==> src/rtl/aud_pkg.sv <==
package aud_pkg;

    // sample word width.
    localparam int SAMPLE_W = 16;

    // sample address width, as wide as the external store it replaces.
    localparam int ADDR_W = 20;

    // on-chip sample store.
    localparam int MEM_WORDS = 256;

    // index bits actually decoded by the store.
    localparam int MEM_AW = $clog2(MEM_WORDS);

    // serial bit counter, counts 0 to SAMPLE_W.
    localparam int CNT_W = $clog2(SAMPLE_W + 1);

    // top-level operating mode.
    typedef enum logic [1:0] {
        MODE_IDLE,
        MODE_REC,
        MODE_PLAY
    } aud_mode_e;

endpackage

==> src/rtl/aud_ctrl.sv <==
`timescale 1ns/1ps

module aud_ctrl (
    input  logic                       i_clk,
    input  logic                       i_rst_n,
    input  logic                       i_rec,
    input  logic                       i_play,
    input  logic                       i_pause,
    input  logic                       i_stop,
    input  logic                       i_rec_done,
    input  logic                       i_play_done,
    input  logic [aud_pkg::ADDR_W-1:0] i_rec_count,
    output logic                       o_rec_start,
    output logic                       o_play_start,
    output logic                       o_rec_pause,
    output logic                       o_rec_stop,
    output logic                       o_play_pause,
    output logic                       o_play_stop,
    output logic                       o_busy,
    output logic [aud_pkg::ADDR_W-1:0] o_len
);
    import aud_pkg::*;

    aud_mode_e         mode_r, mode_w;
    logic [ADDR_W-1:0] len_r, len_w;

    // record wins if both keys come together.
    assign o_rec_start  = (mode_r == MODE_IDLE) && i_rec;
    assign o_play_start = (mode_r == MODE_IDLE) && i_play && !i_rec;

    // pause and stop only reach the active block.
    assign o_rec_pause  = (mode_r == MODE_REC) && i_pause;
    assign o_rec_stop   = (mode_r == MODE_REC) && i_stop;
    assign o_play_pause = (mode_r == MODE_PLAY) && i_pause;
    assign o_play_stop  = (mode_r == MODE_PLAY) && i_stop;

    assign o_busy = mode_r != MODE_IDLE;
    assign o_len  = len_r;

    always_comb begin
        mode_w = mode_r;
        len_w  = len_r;
        case (mode_r)
            MODE_IDLE: begin
                if (i_rec) begin
                    mode_w = MODE_REC;
                end else if (i_play) begin
                    mode_w = MODE_PLAY;
                end
            end
            MODE_REC: begin
                if (i_rec_done) begin
                    len_w  = i_rec_count;
                    mode_w = MODE_IDLE;
                end
            end
            MODE_PLAY: begin
                if (i_play_done) begin
                    mode_w = MODE_IDLE;
                end
            end
            default: begin
                mode_w = MODE_IDLE;
            end
        endcase
    end

    always_ff @(negedge i_clk) begin
        if (i_rst_n) begin
            mode_r <= MODE_IDLE;
            len_r  <= '0;
        end else begin
            mode_r <= mode_w;
            len_r  <= len_w;
        end
    end

endmodule

==> config.mk <==
export PLATFORM = sky130hd
export DESIGN_NAME = aud_ctrl
export DESIGN_NICKNAME = d
export VERILOG_FILES = /design/src/rtl/aud_pkg.sv /design/src/rtl/aud_ctrl.sv
export SDC_FILE = /design/constraint.sdc
export NUM_CORES = 1
export LEC_CHECK = 0
export ABC_AREA = 1
export BUFFER_PORTS_ARGS = -buffer_cell sky130_fd_sc_hd__buf_2
export CAP_MARGIN = 20
export CORE_MARGIN = 8
export CORE_UTILIZATION = 45
export DETAILED_ROUTE_END_ITERATION = 10
export PLACE_DENSITY = 0.9
export SYNTH_ARGS = -nofsm -noshare
export SYNTH_HDL_FRONTEND = slang
export SYNTH_SLANG_ARGS = --single-unit
==> constraint.sdc <==
create_clock -name i_clk -period 2.4 [get_ports i_clk]
set_clock_uncertainty 0.15 [all_clocks]
set_input_delay 0.72 -clock i_clk [delete_from_list [all_inputs] [get_ports i_clk]]
set_output_delay 0.72 -clock i_clk [all_outputs]
set_load 0.05 [all_outputs]
==> results of run 1 <==
through the flow:
step / std cells / instance area, sq um / setup slack (ps) / hold WS, ps / TNS (ps)
floorplan: 152 / 1120 / -447 / 349 / -8090
global placement: 234 / 1460 / -560 / 364 / -14630
detailed placement: 234 / 1460 / -599 / 375 / -15880
CTS: 261 / 1840 / -881 / 393 / -16700
cells in the mapped netlist, drive strengths merged:
cell type / count
a21oi: 2
buf: 4
clkbuf: 2
dfxtp: 22
inv: 30
nand2: 43
nand3: 2
nand3b: 2
nor2: 45
cells by family after synthesis:
family | count (synthesis) | share of synthesized area
DFF | 22 | 0.462
AOI/OAI and AO/OA | 2 | 0.0105
buffers and inverters | 36 | 0.150
and+or+nand+nor | 92 | 0.378
timing repair:
action | 4_1_cts
pin swaps | 1
setup buffers | 2
resized for setup | 77
hold endpoints to repair | 0
setup endpoints to repair | 28
==> out/qor.txt, run 1 <==
Syn Inst Count = 152
Die X-Extent = 62.0 um
mean post-synth cell area = 6.27 sq um
IO buf count = 54
die height = 62.0 um
largest net degree at the start of global routing = 21
Row Count = 16
I/O pin count = 55
largest cells by area after synthesis = dfxtp_1 (46%), nor2_1 (18%), nand2_1 (17%), inv_1 (12%), buf_2 (1.6%)
Mapped Area = 953 sq um
Worst EP post-GRT repair = o_play_start
register area share after synthesis = 0.462
Error = [ERROR DPL-0038] Utilization greater than 100%, impossible to legalize
Synth Register Bits = 22
Yosys top cell area share = 0.462
area leader, netlist = dfxtp_1
number of hold buffers added after cts = 0
outcome = stopped before the end
Synth Net Count = 180
Syn. warnings = 0
H-tree depth = 1
Initial Util = 0.481
clock sinks = 22
clock root cell = clkbuf_4
post-DP HPWL = 2.24 mm
WEP type = primary output
Distinct cells, synth = 11
Placer Congestion = 0.685
CTS Buf Count = 3
Longest Clk Path Bufs = 2
Exit stage = global routing
==> inputs of run 2 (changes only) <==
- CORE_AREA: not set -> 8 8 69 71
- CORE_MARGIN: 8 -> not set
- CORE_UTILIZATION: 45 -> not set
- DIE_AREA: not set -> 0 0 77 79
- PLACE_DENSITY: 0.9 -> not set
- PLACE_DENSITY_LB_ADDON: not set -> 0.15
==> run 2 against run 1 <==
Effect of this change: the flow now finishes, with violations (negative setup slack); area after synthesis stayed put; synthesized cell count stayed put.
==> out/qor.txt, run 2 <==
CTS tree = done
hold crit path type = flip-flop to flip-flop
CTS Buf Count = 3 (unchanged)
first-pass GRT wire length = 5.15 mm
dpl cells = 258 (was 234)
number of flops mapped to enable cells by yosys = 0 (unchanged)
Synth Register Bits = 22 (unchanged)
DRC viols = 0
routing usage on met3 = 0.0564
Synth async-reset ratio = 0 (unchanged)
Initial Util = 0.251 (was 0.481)
Layout fillers = 372
met1 usage = 0.0931
Row Count = 23 (was 16)
number of hold buffers added after cts = 0 (unchanged)
prevailing post-synth register cell = dfxtp_1 (unchanged)
outcome = finished with violations (was stopped before the end)
IO buf count = 54 (unchanged)
Worst-Skew Late Latency = 340 ps
data arrival time of the worst path = 2370 ps
WL final = 3.67 mm
worst-path cell chain = nor2_4 -> nand3_4 -> clkinvlp_4 -> buf_8
layer with the highest usage = met2
ANT nets after route = 0
die area = 0.00608 sq mm
area delta synth->final = 132%
total track usage = 0.105
largest net degree at the start of global routing = 21
Final WS setup = -840 ps
crit path max fanout = 4
CP endpoint kind = output port
Distinct cells, synth = 11 (unchanged)
post-DP HPWL = 1.86 mm (was 2.24 mm)
register area share after synthesis = 0.462 (unchanged)
commonest cells after routing, fill and taps aside = inv_1 (46), buf_2 (26), buf_8 (25), nor2_1 (22), dfxtp_4 (22)
Worst EP required = 1530 ps
clock root cell = clkbuf_8 (was clkbuf_4)
pwr/cell area = 531 mW/mm^2
I/O pin count = 55 (unchanged)
share of layout cells above drive strength 1 = 0.621
Syn Inst Count = 152 (unchanged)
DP Area = 0.00148 sq mm (was 0.00146 sq mm)
Largest stage delay, worst path = 350 ps
core area = 0.00380 sq mm
initial antenna violation count = 0
H-tree depth = 1 (unchanged)
Peak supply drop = 0.000237 V
CP max stage cell = dfxtp_4
met2 Use GR = 0.167
Final Hold Vio Count = 0
cell with the most instances after synthesis = nor2_1 (unchanged)
mean post-synth cell area = 6.27 sq um (unchanged)
die height = 79 um (was 62.0 um)
Synth Net Count = 180 (unchanged)
Setup WS pre-CTS = -587 ps (was -599 ps)
final hold slack = 388 ps
failing checks = negative setup slack
Syn. warnings = 0 (unchanged)
Slew Limit Fails = 0
worst-margin pin slew = 267 ps
Largest register FFs = 20
vias per cell = 4.10
crit start category = flip-flop
TritonRoute pass-1 iters = 6
post-route cell area = 0.00221 sq mm
Longest Clk Path Bufs = 2 (unchanged)
clock sinks = 22 (unchanged)
Placer Congestion = 0.674 (was 0.685)
via count = 1,201
kind of critical path = flip-flop to output port
Max transition margin = 0.822
DRT iter0 DRCs = 28
leak pwr = 1.14 nW
commonest cells in the netlist = nor2_1 (45), nand2_1 (43), inv_1 (30) (unchanged)
Die X-Extent = 77 um (was 62.0 um)
GRT overflow = 0
largest cells by area after synthesis = dfxtp_1 (46%), nor2_1 (18%), nand2_1 (17%), inv_1 (12%), buf_2 (1.6%) (unchanged)
register area = 523 sq um
Mapped Area = 953 sq um (unchanged)
Final Non-Filler Cells = 293
Antenna diodes = 0
Yosys top cell area share = 0.462 (unchanged)
clock slew at the register clock pins of the worst setup and hold paths = 30 ps
max_cap viols = 0
final setup fails = 48
area occupied by multi-input gates = 567 sq um
vias in the first global route = 1,222
Routed wire per std cell = 12.5 um
RSZ-0062 raised after global routing = yes
area leader, netlist = dfxtp_1 (unchanged)
most common cell after layout, fill and taps aside = inv_1
fin nets = 272
==> run 2: logic make-up (layout without fill, tap and decap cells) <==
family	Yosys count	count (layout)	share of synthesized area
AOI/OAI and AO/OA	2	2	0.0105
buffers and inverters	36	127	0.150
DFF	22	22	0.462
and+or+nand+nor	92	92	0.378
==> run 2: worst paths after layout <==
check                  from      endpoint  slack, ps  cells past startpoint
setup / recovery  mode_r[0]  o_play_start       -840                      4
hold / removal    o_len[11]     o_len[11]        390                      4
setup reg to reg  mode_r[1]     o_len[13]       1000                      7
hold reg to reg   o_len[11]     o_len[11]        390                      4
==> run 2: per-layer routing <==
| metal | wire length [um] | vias up | part of all wire |
|---|---|---|---|
| li1 | - | 615 | - |
| met3 | 261 | 5 | 0.071 |
| met5 | 0 | - | 0 |
| met2 | 1860 | 40 | 0.51 |
| met4 | 79 | 0 | 0.022 |
| met1 | 1460 | 541 | 0.40 |
==> run 2: cell type report <==
cell class              count  area share
clock buffers               3      0.0187
clock inverters            23      0.0402
inverters                  29      0.0526
multi-input cells          94       0.256
flip-flops and latches     22       0.236
well taps                  50      0.0283
repair buffers             72       0.368
==> run 2: stage by stage <==
stage / utilization / setup TNS (ps) / power [mW]
finish: 0.582 / -17150 / 1.18
global route: 0.582 / -18990 / 1.27
CTS: 0.511 / -15720 / 1.15
detailed placement: 0.389 / -15940 / 0.706
global placement: 0.389 / -15920 / 0.705
floorplan: - / -8090 / 0.636
==> run 2: critical path: cells and delay by family, from the launching register on <==
kind / cells / cell delay (ps)
AND/OR/NAND/NOR: 2 / 260
flip-flops: 1 / 350
buffers and inverters: 2 / 210
==> run 2: repair_timing <==
action / CTS / global route
endpoints found under the setup margin: 30 / 45
pin swaps: 1 / 9
cloned: 2 / 5
setup buffers: 1 / 2
gates resized for setup: 85 / 47
==> run 2: power breakdown <==
group	total, mW	internal (mW)	switching [mW]	leakage, nW
registers	0.404	0.382	0.0219	0.196
clock network	0.396	0.167	0.230	0.143
logic	0.375	0.169	0.206	0.799
(Power assumes the default switching activity.)
