[src/rtl/aud_pkg.sv]
package aud_pkg;

    // sample word width.
    localparam int SAMPLE_W = 16;

    // sample address width, as wide as the external store it replaces.
    localparam int ADDR_W = 20;

    // on-chip sample store.
    localparam int MEM_WORDS = 256;

    // index bits actually decoded by the store.
    localparam int MEM_AW = $clog2(MEM_WORDS);

    // serial bit counter, counts 0 to SAMPLE_W.
    localparam int CNT_W = $clog2(SAMPLE_W + 1);

    // top-level operating mode.
    typedef enum logic [1:0] {
        MODE_IDLE,
        MODE_REC,
        MODE_PLAY
    } aud_mode_e;

endpackage

[src/rtl/aud_mem_if.sv]
`timescale 1ns/1ps

interface aud_mem_if;
    import aud_pkg::*;

    logic                we;
    logic [ADDR_W-1:0]   waddr;
    logic [SAMPLE_W-1:0] wdata;
    logic [ADDR_W-1:0]   raddr;
    logic [SAMPLE_W-1:0] rdata;

    modport rec (
        output we,
        output waddr,
        output wdata
    );

    modport play (
        output raddr,
        input  rdata
    );

    modport ram (
        input  we,
        input  waddr,
        input  wdata,
        input  raddr,
        output rdata
    );

endinterface

[src/rtl/aud_recorder.sv]
`timescale 1ns/1ps

module aud_recorder (
    input  logic                       i_clk,
    input  logic                       i_rst_n,
    input  logic                       i_lrc,
    input  logic                       i_adc_data,
    input  logic                       i_start,
    input  logic                       i_pause,
    input  logic                       i_stop,
    aud_mem_if.rec                     mem,
    output logic                       o_done,
    output logic [aud_pkg::ADDR_W-1:0] o_count
);
    import aud_pkg::*;

    typedef enum logic [2:0] {
        S_IDLE,
        S_WAIT,
        S_REC,
        S_PAUSE,
        S_FINISH
    } rec_state_e;

    rec_state_e          state_r, state_w;
    logic [ADDR_W-1:0]   count_r, count_w;
    logic [SAMPLE_W-1:0] data_r, data_w;
    logic [CNT_W-1:0]    bit_cnt_r, bit_cnt_w;
    logic                lrc_q;
    logic                frame_start;
    logic                word_full;

    // left half begins at the first low after a high.
    assign frame_start = lrc_q && !i_lrc;
    assign word_full   = bit_cnt_r == CNT_W'(SAMPLE_W);

    assign mem.we    = (state_r == S_REC) && word_full;
    assign mem.waddr = count_r;
    assign mem.wdata = data_r;
    assign o_done    = state_r == S_FINISH;
    assign o_count   = count_r;

    always_comb begin
        state_w   = state_r;
        count_w   = count_r;
        data_w    = data_r;
        bit_cnt_w = bit_cnt_r;
        case (state_r)
            S_IDLE: begin
                if (i_start) begin
                    count_w = '0;
                    state_w = S_WAIT;
                end
            end
            S_WAIT: begin
                if (i_stop) begin
                    state_w = S_FINISH;
                end else if (i_pause) begin
                    state_w = S_PAUSE;
                end else if (frame_start) begin
                    // this edge is the one-bit delay slot.
                    bit_cnt_w = '0;
                    state_w   = S_REC;
                end
            end
            S_REC: begin
                if (word_full) begin
                    // word goes to memory on this edge.
                    count_w = count_r + 1'b1;
                    if (i_stop || count_r == ADDR_W'(MEM_WORDS - 1)) begin
                        state_w = S_FINISH;
                    end else if (i_pause) begin
                        state_w = S_PAUSE;
                    end else begin
                        state_w = S_WAIT;
                    end
                end else if (i_stop) begin
                    // partial word is dropped.
                    state_w = S_FINISH;
                end else if (i_pause) begin
                    state_w = S_PAUSE;
                end else begin
                    data_w    = {data_r[SAMPLE_W-2:0], i_adc_data};
                    bit_cnt_w = bit_cnt_r + 1'b1;
                end
            end
            S_PAUSE: begin
                if (i_stop) begin
                    state_w = S_FINISH;
                end else if (i_pause) begin
                    state_w = S_WAIT;
                end
            end
            S_FINISH: begin
                state_w = S_IDLE;
            end
            default: begin
                state_w = S_IDLE;
            end
        endcase
    end

    always_ff @(negedge i_clk) begin
        if (i_rst_n) begin
            state_r   <= S_IDLE;
            count_r   <= '0;
            bit_cnt_r <= '0;
            lrc_q     <= 1'b0;
        end else begin
            state_r   <= state_w;
            count_r   <= count_w;
            bit_cnt_r <= bit_cnt_w;
            lrc_q     <= i_lrc;
        end
    end

    always_ff @(negedge i_clk) begin
        data_r <= data_w;
    end

    // each word is written on the edge after its 16th bit.
    a_we_timing: assert property (@(negedge i_clk) disable iff (i_rst_n)
        mem.we |-> $past(frame_start, SAMPLE_W + 1));

    a_count_limit: assert property (@(negedge i_clk) disable iff (i_rst_n)
        count_r <= ADDR_W'(MEM_WORDS));

endmodule

[src/flat_wrapper.sv]
// flat-port wrapper written by rule: the top's interface ports become plain ports
module aud_recorder_flat import aud_pkg::*;
  (i_clk, i_rst_n, i_lrc, i_adc_data, i_start, i_pause, i_stop, o_done, o_count, mem_we, mem_waddr, mem_wdata);
  aud_mem_if mem_i ();
  input  logic i_clk;
  input  logic i_rst_n;
  input  logic i_lrc;
  input  logic i_adc_data;
  input  logic i_start;
  input  logic i_pause;
  input  logic i_stop;
  output logic o_done;
  output logic [aud_pkg::ADDR_W-1:0] o_count;
  output wire logic [$bits(mem_i.we)-1:0] mem_we;
  output wire logic [$bits(mem_i.waddr)-1:0] mem_waddr;
  output wire logic [$bits(mem_i.wdata)-1:0] mem_wdata;
  assign mem_we = mem_i.we;
  assign mem_waddr = mem_i.waddr;
  assign mem_wdata = mem_i.wdata;
  aud_recorder u_core (.i_clk(i_clk), .i_rst_n(i_rst_n), .i_lrc(i_lrc), .i_adc_data(i_adc_data), .i_start(i_start), .i_pause(i_pause), .i_stop(i_stop), .mem(mem_i), .o_done(o_done), .o_count(o_count));
endmodule
[config.mk]
export PLATFORM = sky130hd
export DESIGN_NAME = aud_recorder_flat
export DESIGN_NICKNAME = d
export VERILOG_FILES = /design/src/rtl/aud_pkg.sv /design/src/rtl/aud_mem_if.sv /design/src/rtl/aud_recorder.sv /design/src/flat_wrapper.sv
export SDC_FILE = /design/constraint.sdc
export NUM_CORES = 1
export LEC_CHECK = 0
export ABC_AREA = 1
export BUFFER_PORTS_ARGS = -buffer_cell sky130_fd_sc_hd__buf_4
export CAP_MARGIN = 10
export CORE_AREA = 2 2 91 115
export DETAILED_ROUTE_END_ITERATION = 7
export DIE_AREA = 0 0 93 117
export PLACE_DENSITY = 0.48
export RECOVER_POWER = 25
export SYNTH_ARGS = -nofsm -noshare
export SYNTH_HDL_FRONTEND = slang
export SYNTH_SLANG_ARGS = --single-unit
[constraint.sdc]
create_clock -name i_clk -period 2.09 [get_ports i_clk]
set_input_delay 0.209 -clock i_clk [delete_from_list [all_inputs] [get_ports i_clk]]
set_output_delay 0.209 -clock i_clk [all_outputs]
set_load 0.1 [all_outputs]
Yosys cells after proc, flatten, opt, wreduce, memory -nomap -nowiden
Index checks and enable logic that the tools add are counted.

Add/sub/neg operators: 2. Equal/unequal tests: 17. Multiplexer cells: 22. Bitwise logic cells: 3. Reduce and logical (&&, ||, !) cells: 11.

Operators by type and width (count): 20-bit 2-to-1 mux (2); 20-bit case mux with 2 select lines (1); 3-bit 2-to-1 mux (10); 5-bit 2-to-1 mux (6); 20-bit by 1-bit adder with 20-bit output, second input constant (1); 20-bit by 8-bit equality test with 1-bit output, second input constant (1); 2-bit inequality test, second input constant (6); 3-bit case mux with 4 select lines (1); 5-bit case mux with 2 select lines (1); 4-bit by 3-bit inequality test with 1-bit output, second input constant (2); 4-bit AND reduction (2); 7-bit AND reduction (1); 3-bit by 2-bit equality test with 1-bit output, second input constant (2); 5-bit by 1-bit adder with 5-bit output, second input constant (1); 5-bit equality test, second input constant (1); 2-bit by 1-bit inequality test with 1-bit output, second input constant (2); 2-bit nonzero test (2); 3-bit by 1-bit equality test with 1-bit output, second input constant (1); 3-bit equality test, second input constant (1); 3-bit logical NOT (1); 3-bit inequality test, second input constant (1); 1-bit inverter (3); 3-bit AND reduction (1); 1-bit logical AND (2); 3 further kinds (3).

Flip-flop bits (word level): 45. Input bits: 7. Output and inout port bits: 58.

Depth between registers and ports, before layout
Depth in word-level cells: 6. Mapped depth: 13. Gate-level depth less buffers: 13.

==> flow_metrics.env <==
export IMPL_gr_total_overflow=0
export IMPL_layout_drive_gt1_share_pct=40.1
export IMPL_grt_total_usage_pct=12.1
export IMPL_fin_tns_setup_ns=-5.72
export IMPL_status="finished with violations"
export IMPL_dr_total_vias=2482
export IMPL_route_detailed_drc=0
export IMPL_vias_per_cell=4.26
export IMPL_syn_inst=307
export IMPL_synth_seq_cells=45
export IMPL_fin_area_um2=4370
export IMPL_hold_end="u_core.mem.wdata[7]"
export IMPL_cp_start_kind="flip-flop"
export IMPL_grt_start_max_net_pins=18
export IMPL_utilization_pct=44.4
export IMPL_antenna_cells=0
export IMPL_grt_pass1_vias=2492
export IMPL_htreeDepth=2
export IMPL_die_x_um=93
export IMPL_cts_root_buf="clkbuf_16"
export IMPL_antenna_found_initial=0
export IMPL_dr_pass1_iters=4
export IMPL_drt_wl_total_um=6300
export IMPL_violations="negative setup slack"
export IMPL_maxSlewHeadroom_pct=81.4
export IMPL_critPathKind="reg2out"
export IMPL_syn_to_final_growth_pct=83.9
export IMPL_r2r_end="u_core.mem.waddr[14]"
export IMPL_ctsLongestPathBuffers=2
export IMPL_hp_start="u_core.mem.wdata[6]"
export IMPL_final_cell_mix="inv_1, nand2_1, buf_4"
export IMPL_fp_dieH_um=117
export IMPL_grt_setup_unrepaired="yes"
export IMPL_io_buffers=64
export IMPL_drtIter0Drc=61
export IMPL_place_area_um2=3180
export IMPL_skew_ns=0.0150
export IMPL_syn_num_nets=317
export IMPL_cts_tree="yes"
export IMPL_gp_congestion=0.800
export IMPL_hpwl_um=4440
export IMPL_startpoint="u_core.bit_cnt_r[0]"
export IMPL_p_per_area_nw_per_um2=544
export IMPL_core_um2=9850
export IMPL_synth_area_um2=2380
export IMPL_pin_count=65
export IMPL_setup_viol=58
export IMPL_ff2ff_setup_slack_ns=0.25
export IMPL_drtAntennaViolNets=0
export IMPL_ys_seq_area_share_pct=44.6
export IMPL_worstHoldPathType="reg2reg"
export IMPL_power_total_mw=2.38
export IMPL_initial_core_util_pct=24.1
export IMPL_rows=41
export IMPL_crit_path_max_fanout=2
export IMPL_grt_pass1_wl_um=10600
export IMPL_yosys_warnings=0
export IMPL_worst_pin_slew_ns=0.279
export IMPL_p_leak_nw=1.99
export IMPL_wl_per_cell_um=10.8
export IMPL_cp_required_ns=1.88
export IMPL_hold_depth=0
export IMPL_final_common_cell="inv_1"
export IMPL_drv_slew=0
export IMPL_synth_cell_types=32
export IMPL_hold_viol_final=0
export IMPL_clk_latency_ns=0.37
export IMPL_r2r_cells=9
export IMPL_critPathCaptureType="output port"
export IMPL_clk_pin_slew_ns=0.04
export IMPL_avgSynthCellArea_um2=7.74
export IMPL_worst_slack_ns=-0.492
export IMPL_vdd_drop_max_v=0.000295
export IMPL_cts_buffers=5
export IMPL_nets=463
export IMPL_r2r_start="u_core.mem.waddr[0]"
export IMPL_hold_buffers=0
export IMPL_die_area_um2=10900
export IMPL_holdWs_ns=0.466
export IMPL_cp_arrival_ns=2.37
export IMPL_cts_sinks=45
export IMPL_drv_cap=0
==> worst max-delay path: stages (launching register included) <==
cell and delay, ns:
dfxtp_2 0.31, inv_2 0.07, ha_4 0.12, nand2_1 0.04, inv_1 0.05, nand2_2 0.06
nor2_4 0.12, buf_12 0.18
==> area by class of cell <==
cell class | count | area [um2]
fillers | 1009 | 5480
multi-input cells | 204 | 1100
inverters | 34 | 133
repair buffers | 118 | 1520
flip-flops and latches | 45 | 1140
clock buffers | 5 | 125
clock inverters | 48 | 195
well taps | 129 | 161
==> cell usage after synthesis (all sizes together) <==
master / instances / area (um2)
nor2: 48 / 210
buf: 22 / 169
nand4: 5 / 31.3
a221oi: 1 / 8.76
xor2: 1 / 8.76
a21o: 1 / 7.51
a211oi: 1 / 12.5
nor3b: 1 / 7.51
nand2: 76 / 295
nand3b: 1 / 7.51
and3: 3 / 18.8
inv: 35 / 131
nor4: 1 / 21.3
clkbuf: 1 / 3.75
dfxtp: 29 / 581
nand3: 22 / 115
edfxtp: 16 / 480
nor3: 7 / 55.1
a2bb2oi: 1 / 8.76
o21bai: 1 / 7.51
ha: 3 / 37.5
o21ai: 11 / 55.1
a21oi: 20 / 104
==> kinds of logic (layout without fill, tap and decap cells) <==
| logic type | count (synthesis) | count (layout) | synth area share, % |
|---|---|---|---|
| AO/OA/AOI/OAI | 36 | 36 | 8.58 |
| XOR/XNOR | 1 | 1 | 0.368 |
| adder cells (fa/ha/maj) | 3 | 3 | 1.58 |
| buffers and inverters | 58 | 205 | 12.8 |
| flip-flops | 45 | 45 | 44.6 |
| AND/OR/NAND/NOR | 164 | 164 | 32.1 |
==> per-layer routing <==
| metal | share of wire, % | GRT usage (%) |
|---|---|---|
| met5 | 0 | 0 |
| met4 | 1.2 | 6.37 |
| met3 | 4.7 | 3.71 |
| met2 | 53 | 21.5 |
| met1 | 41 | 13.0 |
==> metrics by stage <==
stage | std cells | setup WS [ns]
after floorplan | 307 | -0.363
after global placement | 502 | -0.216
after detailed placement | 502 | -0.231
after CTS | 583 | -0.505
after global routing | 583 | -0.546
final | 583 | -0.492
==> state kept, by name, summed over array words and instances, names as in the netlist <==
name and flops:
u_core.state_r 3, u_core.mem.waddr 20, u_core.bit_cnt_r 5, u_core.lrc_q 1, u_core.mem.wdata 16
==> repair_timing <==
| action | CTS | global route |
|---|---|---|
| setup endpoints to repair | 58 | 98 |
| cloned | 0 | 0 |
| gates resized for setup | 155 | 7 |
| pin swaps | 7 | 4 |
| hold endpoints to repair | 0 | 0 |
| buffers inserted | 29 | 6 |
==> power by group <==
| part | switching [mW] | total [mW] | internal, mW |
|---|---|---|---|
| registers | 0.00902 | 0.904 | 0.895 |
| logic | 0.198 | 0.343 | 0.145 |
| clock network | 0.568 | 1.13 | 0.564 |
| total | 0.775 | 2.38 | 1.60 |
==> worst max-delay path by stage <==
stage                  end  slack (ns)  cells after the start
finish              mem_we       -0.49                      7
global placement    mem_we       -0.22                      7
detailed placement  mem_we       -0.23                      7
global route        mem_we       -0.55                      7
CTS                 mem_we       -0.51                      7
floorplan           o_done       -0.36                      2
Power figures use the tool's default switching activity.
