`src/rtl/aud_pkg.sv`:
```
package aud_pkg;

    // sample word width.
    localparam int SAMPLE_W = 16;

    // sample address width, as wide as the external store it replaces.
    localparam int ADDR_W = 20;

    // on-chip sample store.
    localparam int MEM_WORDS = 256;

    // index bits actually decoded by the store.
    localparam int MEM_AW = $clog2(MEM_WORDS);

    // serial bit counter, counts 0 to SAMPLE_W.
    localparam int CNT_W = $clog2(SAMPLE_W + 1);

    // top-level operating mode.
    typedef enum logic [1:0] {
        MODE_IDLE,
        MODE_REC,
        MODE_PLAY
    } aud_mode_e;

endpackage

```
`src/rtl/aud_mem_if.sv`:
```
`timescale 1ns/1ps

interface aud_mem_if;
    import aud_pkg::*;

    logic                we;
    logic [ADDR_W-1:0]   waddr;
    logic [SAMPLE_W-1:0] wdata;
    logic [ADDR_W-1:0]   raddr;
    logic [SAMPLE_W-1:0] rdata;

    modport rec (
        output we,
        output waddr,
        output wdata
    );

    modport play (
        output raddr,
        input  rdata
    );

    modport ram (
        input  we,
        input  waddr,
        input  wdata,
        input  raddr,
        output rdata
    );

endinterface

```
`src/rtl/aud_player.sv`:
```
`timescale 1ns/1ps

module aud_player (
    input  logic                       i_clk,
    input  logic                       i_rst_n,
    input  logic                       i_lrc,
    input  logic                       i_start,
    input  logic                       i_pause,
    input  logic                       i_stop,
    input  logic [aud_pkg::ADDR_W-1:0] i_len,
    aud_mem_if.play                    mem,
    output logic                       o_dac_data,
    output logic                       o_done
);
    import aud_pkg::*;

    typedef enum logic [2:0] {
        P_IDLE,
        P_WAIT,
        P_LOAD,
        P_SHIFT,
        P_PAUSE,
        P_FINISH
    } play_state_e;

    play_state_e         state_r, state_w;
    logic [ADDR_W-1:0]   addr_r, addr_w;
    logic [CNT_W-1:0]    bit_cnt_r, bit_cnt_w;
    logic [SAMPLE_W-1:0] shift_r, shift_w;
    logic                dac_r, dac_w;

    assign mem.raddr  = addr_r;
    assign o_dac_data = dac_r;
    assign o_done     = state_r == P_FINISH;

    always_comb begin
        state_w   = state_r;
        addr_w    = addr_r;
        bit_cnt_w = bit_cnt_r;
        shift_w   = shift_r;
        // line is silent unless a word is going out.
        dac_w     = 1'b0;
        case (state_r)
            P_IDLE: begin
                if (i_start) begin
                    addr_w = '0;
                    if (i_len == '0) begin
                        state_w = P_FINISH;
                    end else begin
                        state_w = P_WAIT;
                    end
                end
            end
            P_WAIT: begin
                if (i_stop) begin
                    state_w = P_FINISH;
                end else if (i_pause) begin
                    state_w = P_PAUSE;
                end else if (i_lrc) begin
                    state_w = P_LOAD;
                end
            end
            P_LOAD: begin
                if (i_stop) begin
                    state_w = P_FINISH;
                end else if (i_pause) begin
                    state_w = P_PAUSE;
                end else if (!i_lrc) begin
                    // rdata settled during the right half.
                    shift_w   = {mem.rdata[SAMPLE_W-2:0], 1'b0};
                    dac_w     = mem.rdata[SAMPLE_W-1];
                    bit_cnt_w = CNT_W'(1);
                    state_w   = P_SHIFT;
                end
            end
            P_SHIFT: begin
                if (i_stop) begin
                    state_w = P_FINISH;
                end else if (i_pause) begin
                    state_w = P_PAUSE;
                end else if (bit_cnt_r == CNT_W'(SAMPLE_W)) begin
                    addr_w = addr_r + 1'b1;
                    if (addr_r + 1'b1 == i_len) begin
                        state_w = P_FINISH;
                    end else begin
                        state_w = P_WAIT;
                    end
                end else begin
                    dac_w     = shift_r[SAMPLE_W-1];
                    shift_w   = {shift_r[SAMPLE_W-2:0], 1'b0};
                    bit_cnt_w = bit_cnt_r + 1'b1;
                end
            end
            P_PAUSE: begin
                if (i_stop) begin
                    state_w = P_FINISH;
                end else if (i_pause) begin
                    state_w = P_WAIT;
                end
            end
            P_FINISH: begin
                state_w = P_IDLE;
            end
            default: begin
                state_w = P_IDLE;
            end
        endcase
    end

    always_ff @(negedge i_clk) begin
        if (i_rst_n) begin
            state_r   <= P_IDLE;
            addr_r    <= '0;
            bit_cnt_r <= '0;
            dac_r     <= 1'b0;
        end else begin
            state_r   <= state_w;
            addr_r    <= addr_w;
            bit_cnt_r <= bit_cnt_w;
            dac_r     <= dac_w;
        end
    end

    always_ff @(negedge i_clk) begin
        shift_r <= shift_w;
    end

endmodule

```
`src/flat_wrapper.sv`:
```
// flat-port wrapper written by rule: the top's interface ports become plain ports
module aud_player_flat import aud_pkg::*;
  (i_clk, i_rst_n, i_lrc, i_start, i_pause, i_stop, i_len, o_dac_data, o_done, mem_raddr, mem_rdata);
  aud_mem_if mem_i ();
  input  logic i_clk;
  input  logic i_rst_n;
  input  logic i_lrc;
  input  logic i_start;
  input  logic i_pause;
  input  logic i_stop;
  input  logic [aud_pkg::ADDR_W-1:0] i_len;
  output logic o_dac_data;
  output logic o_done;
  output wire logic [$bits(mem_i.raddr)-1:0] mem_raddr;
  input wire logic [$bits(mem_i.rdata)-1:0] mem_rdata;
  assign mem_raddr = mem_i.raddr;
  assign mem_i.rdata = mem_rdata;
  aud_player u_core (.i_clk(i_clk), .i_rst_n(i_rst_n), .i_lrc(i_lrc), .i_start(i_start), .i_pause(i_pause), .i_stop(i_stop), .i_len(i_len), .mem(mem_i), .o_dac_data(o_dac_data), .o_done(o_done));
endmodule
```
`config.mk`:
```
export PLATFORM = sky130hd
export DESIGN_NAME = aud_player_flat
export DESIGN_NICKNAME = d
export VERILOG_FILES = /design/src/rtl/aud_pkg.sv /design/src/rtl/aud_mem_if.sv /design/src/rtl/aud_player.sv /design/src/flat_wrapper.sv
export SDC_FILE = /design/constraint.sdc
export NUM_CORES = 1
export LEC_CHECK = 0
export ABC_AREA = 1
export BUFFER_PORTS_ARGS = -buffer_cell sky130_fd_sc_hd__buf_4
export CORE_MARGIN = 2
export CORE_UTILIZATION = 49
export DETAILED_ROUTE_END_ITERATION = 8
export GPL_TIMING_DRIVEN = 0
export HOLD_SLACK_MARGIN = 0.02
export PLACE_DENSITY = 0.74
export SETUP_SLACK_MARGIN = 0.2
export SLEW_MARGIN = 20
export SYNTH_ARGS = -nofsm -noshare
export SYNTH_HDL_FRONTEND = slang
export SYNTH_SLANG_ARGS = --single-unit
```
`constraint.sdc`:
```
create_clock -name i_clk -period 1.7 [get_ports i_clk]
set_input_delay 0 -clock i_clk [delete_from_list [all_inputs] [get_ports i_clk]]
set_output_delay 0 -clock i_clk [all_outputs]
set_load 0.03 [all_outputs]
```
### After elaboration in Yosys (flattened, before gate mapping)

Index checks and enable logic that the tools add are counted.

* bits in registers: 45
* latch bits: 0
* RAM bits: 0
* ROM bits: 0
* bits of input ports: 42
* output and inout port bits: 22
* logic and storage cells: 74
* memories: 0

* add/sub/neg operators: 2
* multipliers: 0
* div/mod/pow operators: 0
* order comparisons: 0
* eq/ne operators: 19
* shift operators: 0
* multiplexer cells: 41
* bitwise operators: 0
* reduce and logical (&&, ||, !) cells: 7

Operators by type and width (number)
* 2-to-1 mux 16 bit: 6
* 2-to-1 mux 20 bit: 4
* 2-to-1 mux 3 bit: 14
* one-hot mux 20 bit (2 select lines): 1
* one-hot mux 16 bit (2 select lines): 1
* 2-to-1 mux 5 bit: 6
* adder 20 x 1 -> 20 bit, second input constant: 1
* equality test 20 bit: 1
* zero test 20 bit: 1
* one-hot mux 3 bit (5 select lines): 1
* inequality test 2 bit, second input constant: 7
* one-hot mux 5 bit (2 select lines): 1
* AND reduction 5 bit: 2
* inequality test 4 bit, second input constant: 2
* AND reduction 7 bit: 1
* equality test 3 x 2 -> 1 bit, second input constant: 2
* equality test 3 bit, second input constant: 2
* 2-to-1 mux 1 bit: 6
* adder 5 x 1 -> 5 bit, second input constant: 1
* equality test 5 bit, second input constant: 1
* inequality test 4 x 3 -> 1 bit, second input constant: 1
* nonzero test 2 bit: 2
* equality test 3 x 1 -> 1 bit, second input constant: 1
* zero test 3 bit: 1
* 3 further kinds: 3

### Depth between registers and ports, before layout

Gate-level depths: netlist (run 1).

* depth after elaboration: 7
* depth in mapped cells: 16
* depth with buffers taken out: 16

==> results of run 1 <==
[through the flow]
| step | cell area (µm²) | TNS (ns) | util, % | std cells | setup slack [ns] |
|---|---|---|---|---|---|
| after global placement | 3558 | -18.61 | 60.82 | 591 | -0.5979 |
| after global routing | 4697 | -7.057 | 80.28 | 690 | -0.3556 |
| after CTS | 4474 | -1.274 | 76.48 | 681 | -0.2315 |
| after floorplan | 2992 | -4.292 | - | 453 | -0.2058 |
| final | 4697 | -3.514 | 80.28 | 690 | -0.2329 |
| after detailed placement | 3558 | -19.32 | 60.82 | 591 | -0.6288 |
[cells by family (layout without fill, tap and decap cells)]
logic type	count (synthesis)	in the layout	synth area share, %
simple gates	285	285	42.16
xor+xnor	8	8	3.332
compound gates	46	46	8.928
buf+inv	67	229	9.099
fa+ha+maj	3	3	1.282
flops	44	44	35.20
[worst max path at each step]
stage,cells past startpoint,slack (ns),to,startpoint
CTS,2,-0.23,o_done,u_core.state_r[1]$_SDFFE_NP0P_
floorplan,10,-0.21,u_core.mem.raddr[6]$_SDFFE_NP0P_,i_stop
finish,13,-0.23,u_core.state_r[2]$_SDFFE_NP0P_,u_core.mem.raddr[1]$_SDFFE_NP0P_
global route,11,-0.36,u_core.mem.raddr[8]$_SDFFE_NP0P_,u_core.bit_cnt_r[1]$_SDFFE_NP0P_
detailed placement,12,-0.63,u_core.mem.raddr[9]$_SDFFE_NP0P_,i_stop
global placement,12,-0.60,u_core.mem.raddr[9]$_SDFFE_NP0P_,i_stop
[flip-flops by register name, summed over array words and instances, names as in the netlist]
name and flops:
u_core.o_dac_data 1, u_core.mem.raddr 20, u_core.bit_cnt_r 5, u_core.state_r 3, u_core.shift_r 15
[power breakdown]
part | leakage, nW | switching, mW | internal (mW)
combinational | 1.54 | 0.345 | 0.257
sequential | 0.388 | 0.0146 | 1.08
clock | 0.285 | 0.725 | 0.439
total | 2.21 | 1.09 | 1.77
[critical path: cells and delay by family, from the launching register on]
kind,cells,cell delay (ns)
compound gates,1,0.10
fa+ha+maj,1,0.16
flops,1,0.38
simple gates,11,1.21
[final cells by class]
type	instances	area (µm²)
clock buffer	5	68.82
sequential	44	1119
buffer	8	83.83
fill	384	1154
clock inverter	47	191.4
inverter	58	230.2
tap	75	93.84
timing repair buffer	111	1028
multi-input combinational	342	1882
[what timing repair did]
item                                    CTS  global route
endpoints found under the setup margin   76            76
pin swaps                                11            17
gates resized for setup                 111            47
cloned                                    2             0
setup buffers                            37             9
[per-layer routing]
metal	part of all wire, %	track usage, %
met1	38	33.80
met2	51	51.89
met3	8.0	9.889
met4	3.5	12.71
met5	0	0
[cell usage in the layout, fill, tap and decap left out, types with 3 or more instances in the layout]
cell type  instances
inv_1             89
o21ai_0            4
inv_4              3
nand2_1          155
dfxtp_1            3
nand3_1           29
inv_2             10
clkbuf_8           7
buf_8              3
a21oi_1           10
nand3b_1           4
nor4_1             3
buf_12             3
nor2_4            10
buf_4             68
nand2_2            9
dfxtp_4           22
nor2_2             4
a21oi_2           14
edfxtp_1          15
dfxtp_2            4
o21ai_2            4
nand4_1            7
nor2_1            48
buf_6             41
xnor2_1            3
xor2_1             3
nand2_4            4
==> impl_metrics.json, run 1 <==
{
  "path_clk_slew_ns": 0.04,
  "die_x_um": 81.32,
  "async_flop_share_pct": 0,
  "ys.flop_type": "dfxtp_1",
  "rsz0062_at_grt": "true",
  "outcome": "finished, violations left",
  "dr.pass1.iters": 5,
  "syn_to_final_growth_pct": 60.36,
  "via_count": 3691,
  "critPathSlowestCell": "dfxtp_4",
  "synth-seq-area-share_pct": 35.20,
  "synth_seq_cells": 44,
  "die_h_um": 81.32,
  "cp-end-kind": "flop",
  "nets": 659,
  "min_path_type": "flop to flop",
  "whs_endpoint": "u_core.mem.raddr[3]$_SDFFE_NP0P_",
  "ir_drop_uv": 494.9,
  "cts-htree-levels": 2,
  "root_buffer": "clkbuf_8",
  "crit_chain": "ha_4 -> nand3_1 -> nor2_1 -> nand2_1 -> nand3_1 -> nand3_1 -> nor2_1 -> nand2_1 -> nor2_2 -> nand3_1 -> nand2_1 -> nand2_1 -> a21oi_2",
  "finClkSkew_ns": 0.02198,
  "startpoint_type": "flop",
  "reg2reg_depth": 13,
  "ioPinCount": 64,
  "synth_edf_count": 15,
  "syn_area_um2": 2929,
  "routed_via_density": 5.349,
  "finalHoldViolations": 0,
  "ys_warn_count": 0,
  "r2r_slack_ns": -0.23,
  "antenna_found_initial": 0,
  "cts_tree": "yes",
  "reg2reg_from": "u_core.mem.raddr[1]$_SDFFE_NP0P_",
  "antenna_left": 0,
  "dpl.hpwl_um": 5865,
  "worstPathRequired_ns": 2.85,
  "post-route-min-period_ns": 1.933,
  "p_per_area_nw_per_um2": 608.7,
  "r2r-end": "u_core.state_r[2]$_SDFFE_NP0P_",
  "hold_slack_ns": 0.5174,
  "final_max_slew_viol_count": 0,
  "max_freq_ghz": 0.5174,
  "port_buffers": 63,
  "clk_path_buf_depth": 2,
  "setup_viol": 41,
  "grt_pass1_wl_um": 15160,
  "fin_crit_sh_pct": 113.7,
  "drc_errors": 0,
  "wl_um": 10080,
  "min_path_cells": 2,
  "routedWlPerCell_um": 14.60,
  "yosysMostFrequentCell": "nand2_1",
  "slowest_delay_ns": 0.38,
  "finalPower_mw": 2.859,
  "critical_path_class": "flop to flop",
  "p_leak_nw": 2.215,
  "clock-sinks": 44,
  "hold_start": "u_core.mem.raddr[3]$_SDFFE_NP0P_",
  "slew_headroom_pct": 51.28,
  "critPathMaxFanout": 5,
  "start_util_pct": 50.06,
  "gr-total-overflow": 0,
  "ys_types": 35,
  "fp.dieArea_um2": 6612,
  "place_congestion": 0.9196,
  "synth_area_leaders": "nand2_1, dfxtp_1, edfxtp_1",
  "grt_pass1_vias": 3453,
  "grtUsageTotal_pct": 30.07,
  "dr.first_iter.drc_count": 348,
  "syn_nets": 498,
  "worst_slack_ns": -0.2329,
  "insertion_delay_ns": 0.39,
  "row_count": 28,
  "violations": "negative setup slack",
  "maxCapViolCount": 0,
  "syn_inst": 453,
  "avgSynthCellArea_um2": 6.466,
  "drive_above_1_share_pct": 36.42,
  "antennaDiodeCount": 0,
  "cts_made_buffers": 5,
  "grt_max_degree": 16,
  "core_um2": 5851,
  "synth_top_area_share_pct": 21.14,
  "tightest_slew_ns": 0.7309,
  "yosys.area.top_type": "nand2_1",
  "hold_buffers": 0,
  "arrival_ns": 3.08,
  "synth_commonest_cells": "nand2_1, inv_1, nor2_1, nand3_1, dfxtp_1"
}
No activity file was read; power rests on OpenSTA's default activity.
==> run 2: changes to the inputs <==
Settings changed: ABC_AREA 1 to not set, CTS_BUF_LIST set to sky130_fd_sc_hd__clkbuf_16.
==> run 2 against run 1 <==
  * The run still ends with negative setup slack left
  * Wire length is 37% higher
  * Hold slack worse by 0.034 ns
  * Flip-flop and latch count did not move
  * Final area is 11% higher
  * Via count is 8.4% higher
  * Synthesized area fell by 1.0%
  * Count of clock-buffer cells in the layout stayed put
  * Final cell count shrank 11%
  * Highest routed layer unchanged
==> impl_metrics.json, run 2 <==
{
  "tightest_slew_ns": 0.7028,
  "worstPathRequired_ns": 2.84,
  "avgSynthCellArea_um2": 8.031,
  "routedWlPerCell_um": 22.56,
  "syn_inst": 361,
  "insertion_delay_ns": 0.45,
  "cts-htree-levels": 2,
  "violations": "negative setup slack",
  "drive_above_1_share_pct": 50.09,
  "hold_slack_ns": 0.4839,
  "finClkSkew_ns": 0.08459,
  "yosys.area.top_type": "dfxtp_1",
  "place_congestion": 0.9172,
  "via_count": 4000,
  "syn_nets": 406,
  "p_clk_share_pct": 48.5,
  "rsz0062_at_grt": "true",
  "synth_commonest_cells": "nand2_1, nor2_1, dfxtp_1, o21ai_0, a21oi_1",
  "worst_slack_ns": -0.4854,
  "grt_max_degree": 22,
  "syn_area_um2": 2899,
  "post-route-min-period_ns": 2.185,
  "grt_pass1_wl_um": 15370,
  "finalHoldViolations": 0,
  "nets": 583,
  "largest_reg_flops": 20,
  "ir_drop_uv": 701.7,
  "ys_types": 55,
  "final_max_slew_viol_count": 0,
  "outcome": "finished, violations left",
  "start_util_pct": 49.85,
  "synth_edf_count": 15,
  "path_clk_slew_ns": 0.14,
  "async_flop_share_pct": 0,
  "die_h_um": 80.92,
  "p_leak_nw": 2.362,
  "setup_tns_ns": -15.07,
  "port_buffers": 62,
  "grt_pass1_vias": 3275,
  "swShare_pct": 37.90,
  "layout_commonest_cell": "buf_4",
  "antenna_left": 0,
  "min_path_type": "flop to flop",
  "final_util_pct": 89.80,
  "yosysMostFrequentCell": "nand2_1",
  "gr-total-overflow": 0,
  "routed_via_density": 6.515,
  "final_cell_mix": "buf_4, inv_1, buf_6",
  "dr.pass1.iters": 7,
  "startpoint_type": "flop",
  "drc_errors": 0,
  "synth_top_area_share_pct": 20.03,
  "max_freq_ghz": 0.4576,
  "maxCapViolCount": 0,
  "ioPinCount": 64,
  "core_um2": 5816,
  "wl_um": 13850,
  "arrival_ns": 3.33,
  "dpl.hpwl_um": 6009,
  "clock-sinks": 44,
  "fin_crit_sh_pct": 128.6,
  "setup_viol": 74,
  "slew_headroom_pct": 53.15,
  "dr.first_iter.drc_count": 479,
  "p_per_area_nw_per_um2": 644.6,
  "critical_path_class": "flop to flop",
  "p_int_mw": 2.091,
  "p_switching_mw": 1.276,
  "cts_made_buffers": 5,
  "synth_seq_cells": 44,
  "synth-seq-area-share_pct": 35.56,
  "ys.flop_type": "dfxtp_1",
  "root_buffer": "clkbuf_16",
  "antennaDiodeCount": 0,
  "clk_path_buf_depth": 2,
  "grtUsageTotal_pct": 30.23,
  "synth_area_leaders": "dfxtp_1, edfxtp_1, nand2_1",
  "combPwrFrac_pct": 19.3,
  "syn_to_final_growth_pct": 80.15,
  "cp-end-kind": "flop",
  "cts_tree": "yes",
  "hold_buffers": 0,
  "die_x_um": 80.92,
  "row_count": 28,
  "seqPwrFrac_pct": 32.2,
  "critPathMaxFanout": 4,
  "ys_warn_count": 0,
  "fp.dieArea_um2": 6548,
  "antenna_found_initial": 0
}
==> run 2: changes by cell type after synthesis, moves of 9 or more <==
cell / before / now
nand2_1: 165 / 54
nand3_1: 32 / 13
xnor2_1: 3 / 18
xor2_1: 3 / 12
inv_1: 57 / 12
clkbuf_1: 5 / 17
nor2_1: 54 / 36
o21ai_0: 8 / 25
==> run 2: final cells by class <==
type,count,area (µm²)
buffer,22,289.0
inverter,11,45.04
clock buffer,5,125.1
timing repair buffer,127,1184
tap,75,93.84
clock inverter,47,191.4
sequential,44,1110
multi-input combinational,283,2185
fill,234,593.1
==> run 2: per-stage QoR <==
step                worst slack, ns  std cells  power [mW]  instance area, µm²
detailed placement          -0.6435        498       1.683                3729
global placement            -0.6271        498       1.676                3729
finish                      -0.4854        614       3.366                5223
CTS                         -0.3491        574       3.087                4544
floorplan                   -0.3661        361       1.528                3169
global route                -0.5745        614       3.501                5223
==> run 2: power by group through the flow <==
stage | Sequential (mW) | Combinational [mW] | Clock, mW
after floorplan | 1.11 | 0.253 | 0.160
after global placement | 1.12 | 0.400 | 0.160
after detailed placement | 1.12 | 0.407 | 0.160
after CTS | 1.08 | 0.509 | 1.49
after global routing | 1.08 | 0.665 | 1.75
final | 1.08 | 0.648 | 1.63
==> run 2: critical path: stages (launching register included) <==
cell and delay [ns]:
dfxtp_2 0.41, inv_2 0.06, ha_4 0.15, and4bb_2 0.25, buf_4 0.15, a2111oi_4 0.37
a2111oi_1 0.10, o21ai_0 0.24, o21ai_1 0.14, nor3_1 0.17
==> run 2: cells by family after synthesis <==
kind of cell | share of synthesized area [%]
AO/OA/AOI/OAI | 16.06
adder cells (fa/ha/maj) | 1.295
AND/OR/NAND/NOR | 31.33
flip-flops | 35.56
buffers and inverters | 5.308
multiplexers | 1.381
XOR/XNOR | 9.063
==> run 2: what timing repair did <==
action,in CTS,in global routing
buffers inserted,23,37
pin swaps,8,37
setup endpoints to repair,80,78
cloned,2,3
resized for setup,81,96
==> run 2: worst paths after layout <==
path / from / endpoint / slack [ns] / depth (start not counted)
max: u_core.bit_cnt_r[0]$_SDFFE_NP0P_ / u_core.state_r[0]$_SDFFE_NP0P_ / -0.49 / 9
min: u_core.shift_r[3]$_DFFE_NP_ / u_core.shift_r[4]$_DFFE_NP_ / 0.48 / 2
max reg2reg: u_core.bit_cnt_r[0]$_SDFFE_NP0P_ / u_core.state_r[0]$_SDFFE_NP0P_ / -0.49 / 9
min reg2reg: u_core.shift_r[3]$_DFFE_NP_ / u_core.shift_r[4]$_DFFE_NP_ / 0.48 / 2
==> run 2: layer usage <==
metal | track usage (%) | share of wire (%) | up-vias
li1 | - | - | 1654
met1 | 35.81 | 34 | 1836
met2 | 51.07 | 48 | 390
met3 | 8.667 | 12 | 120
met4 | 12.88 | 6.8 | 0
met5 | 0 | 0 | -
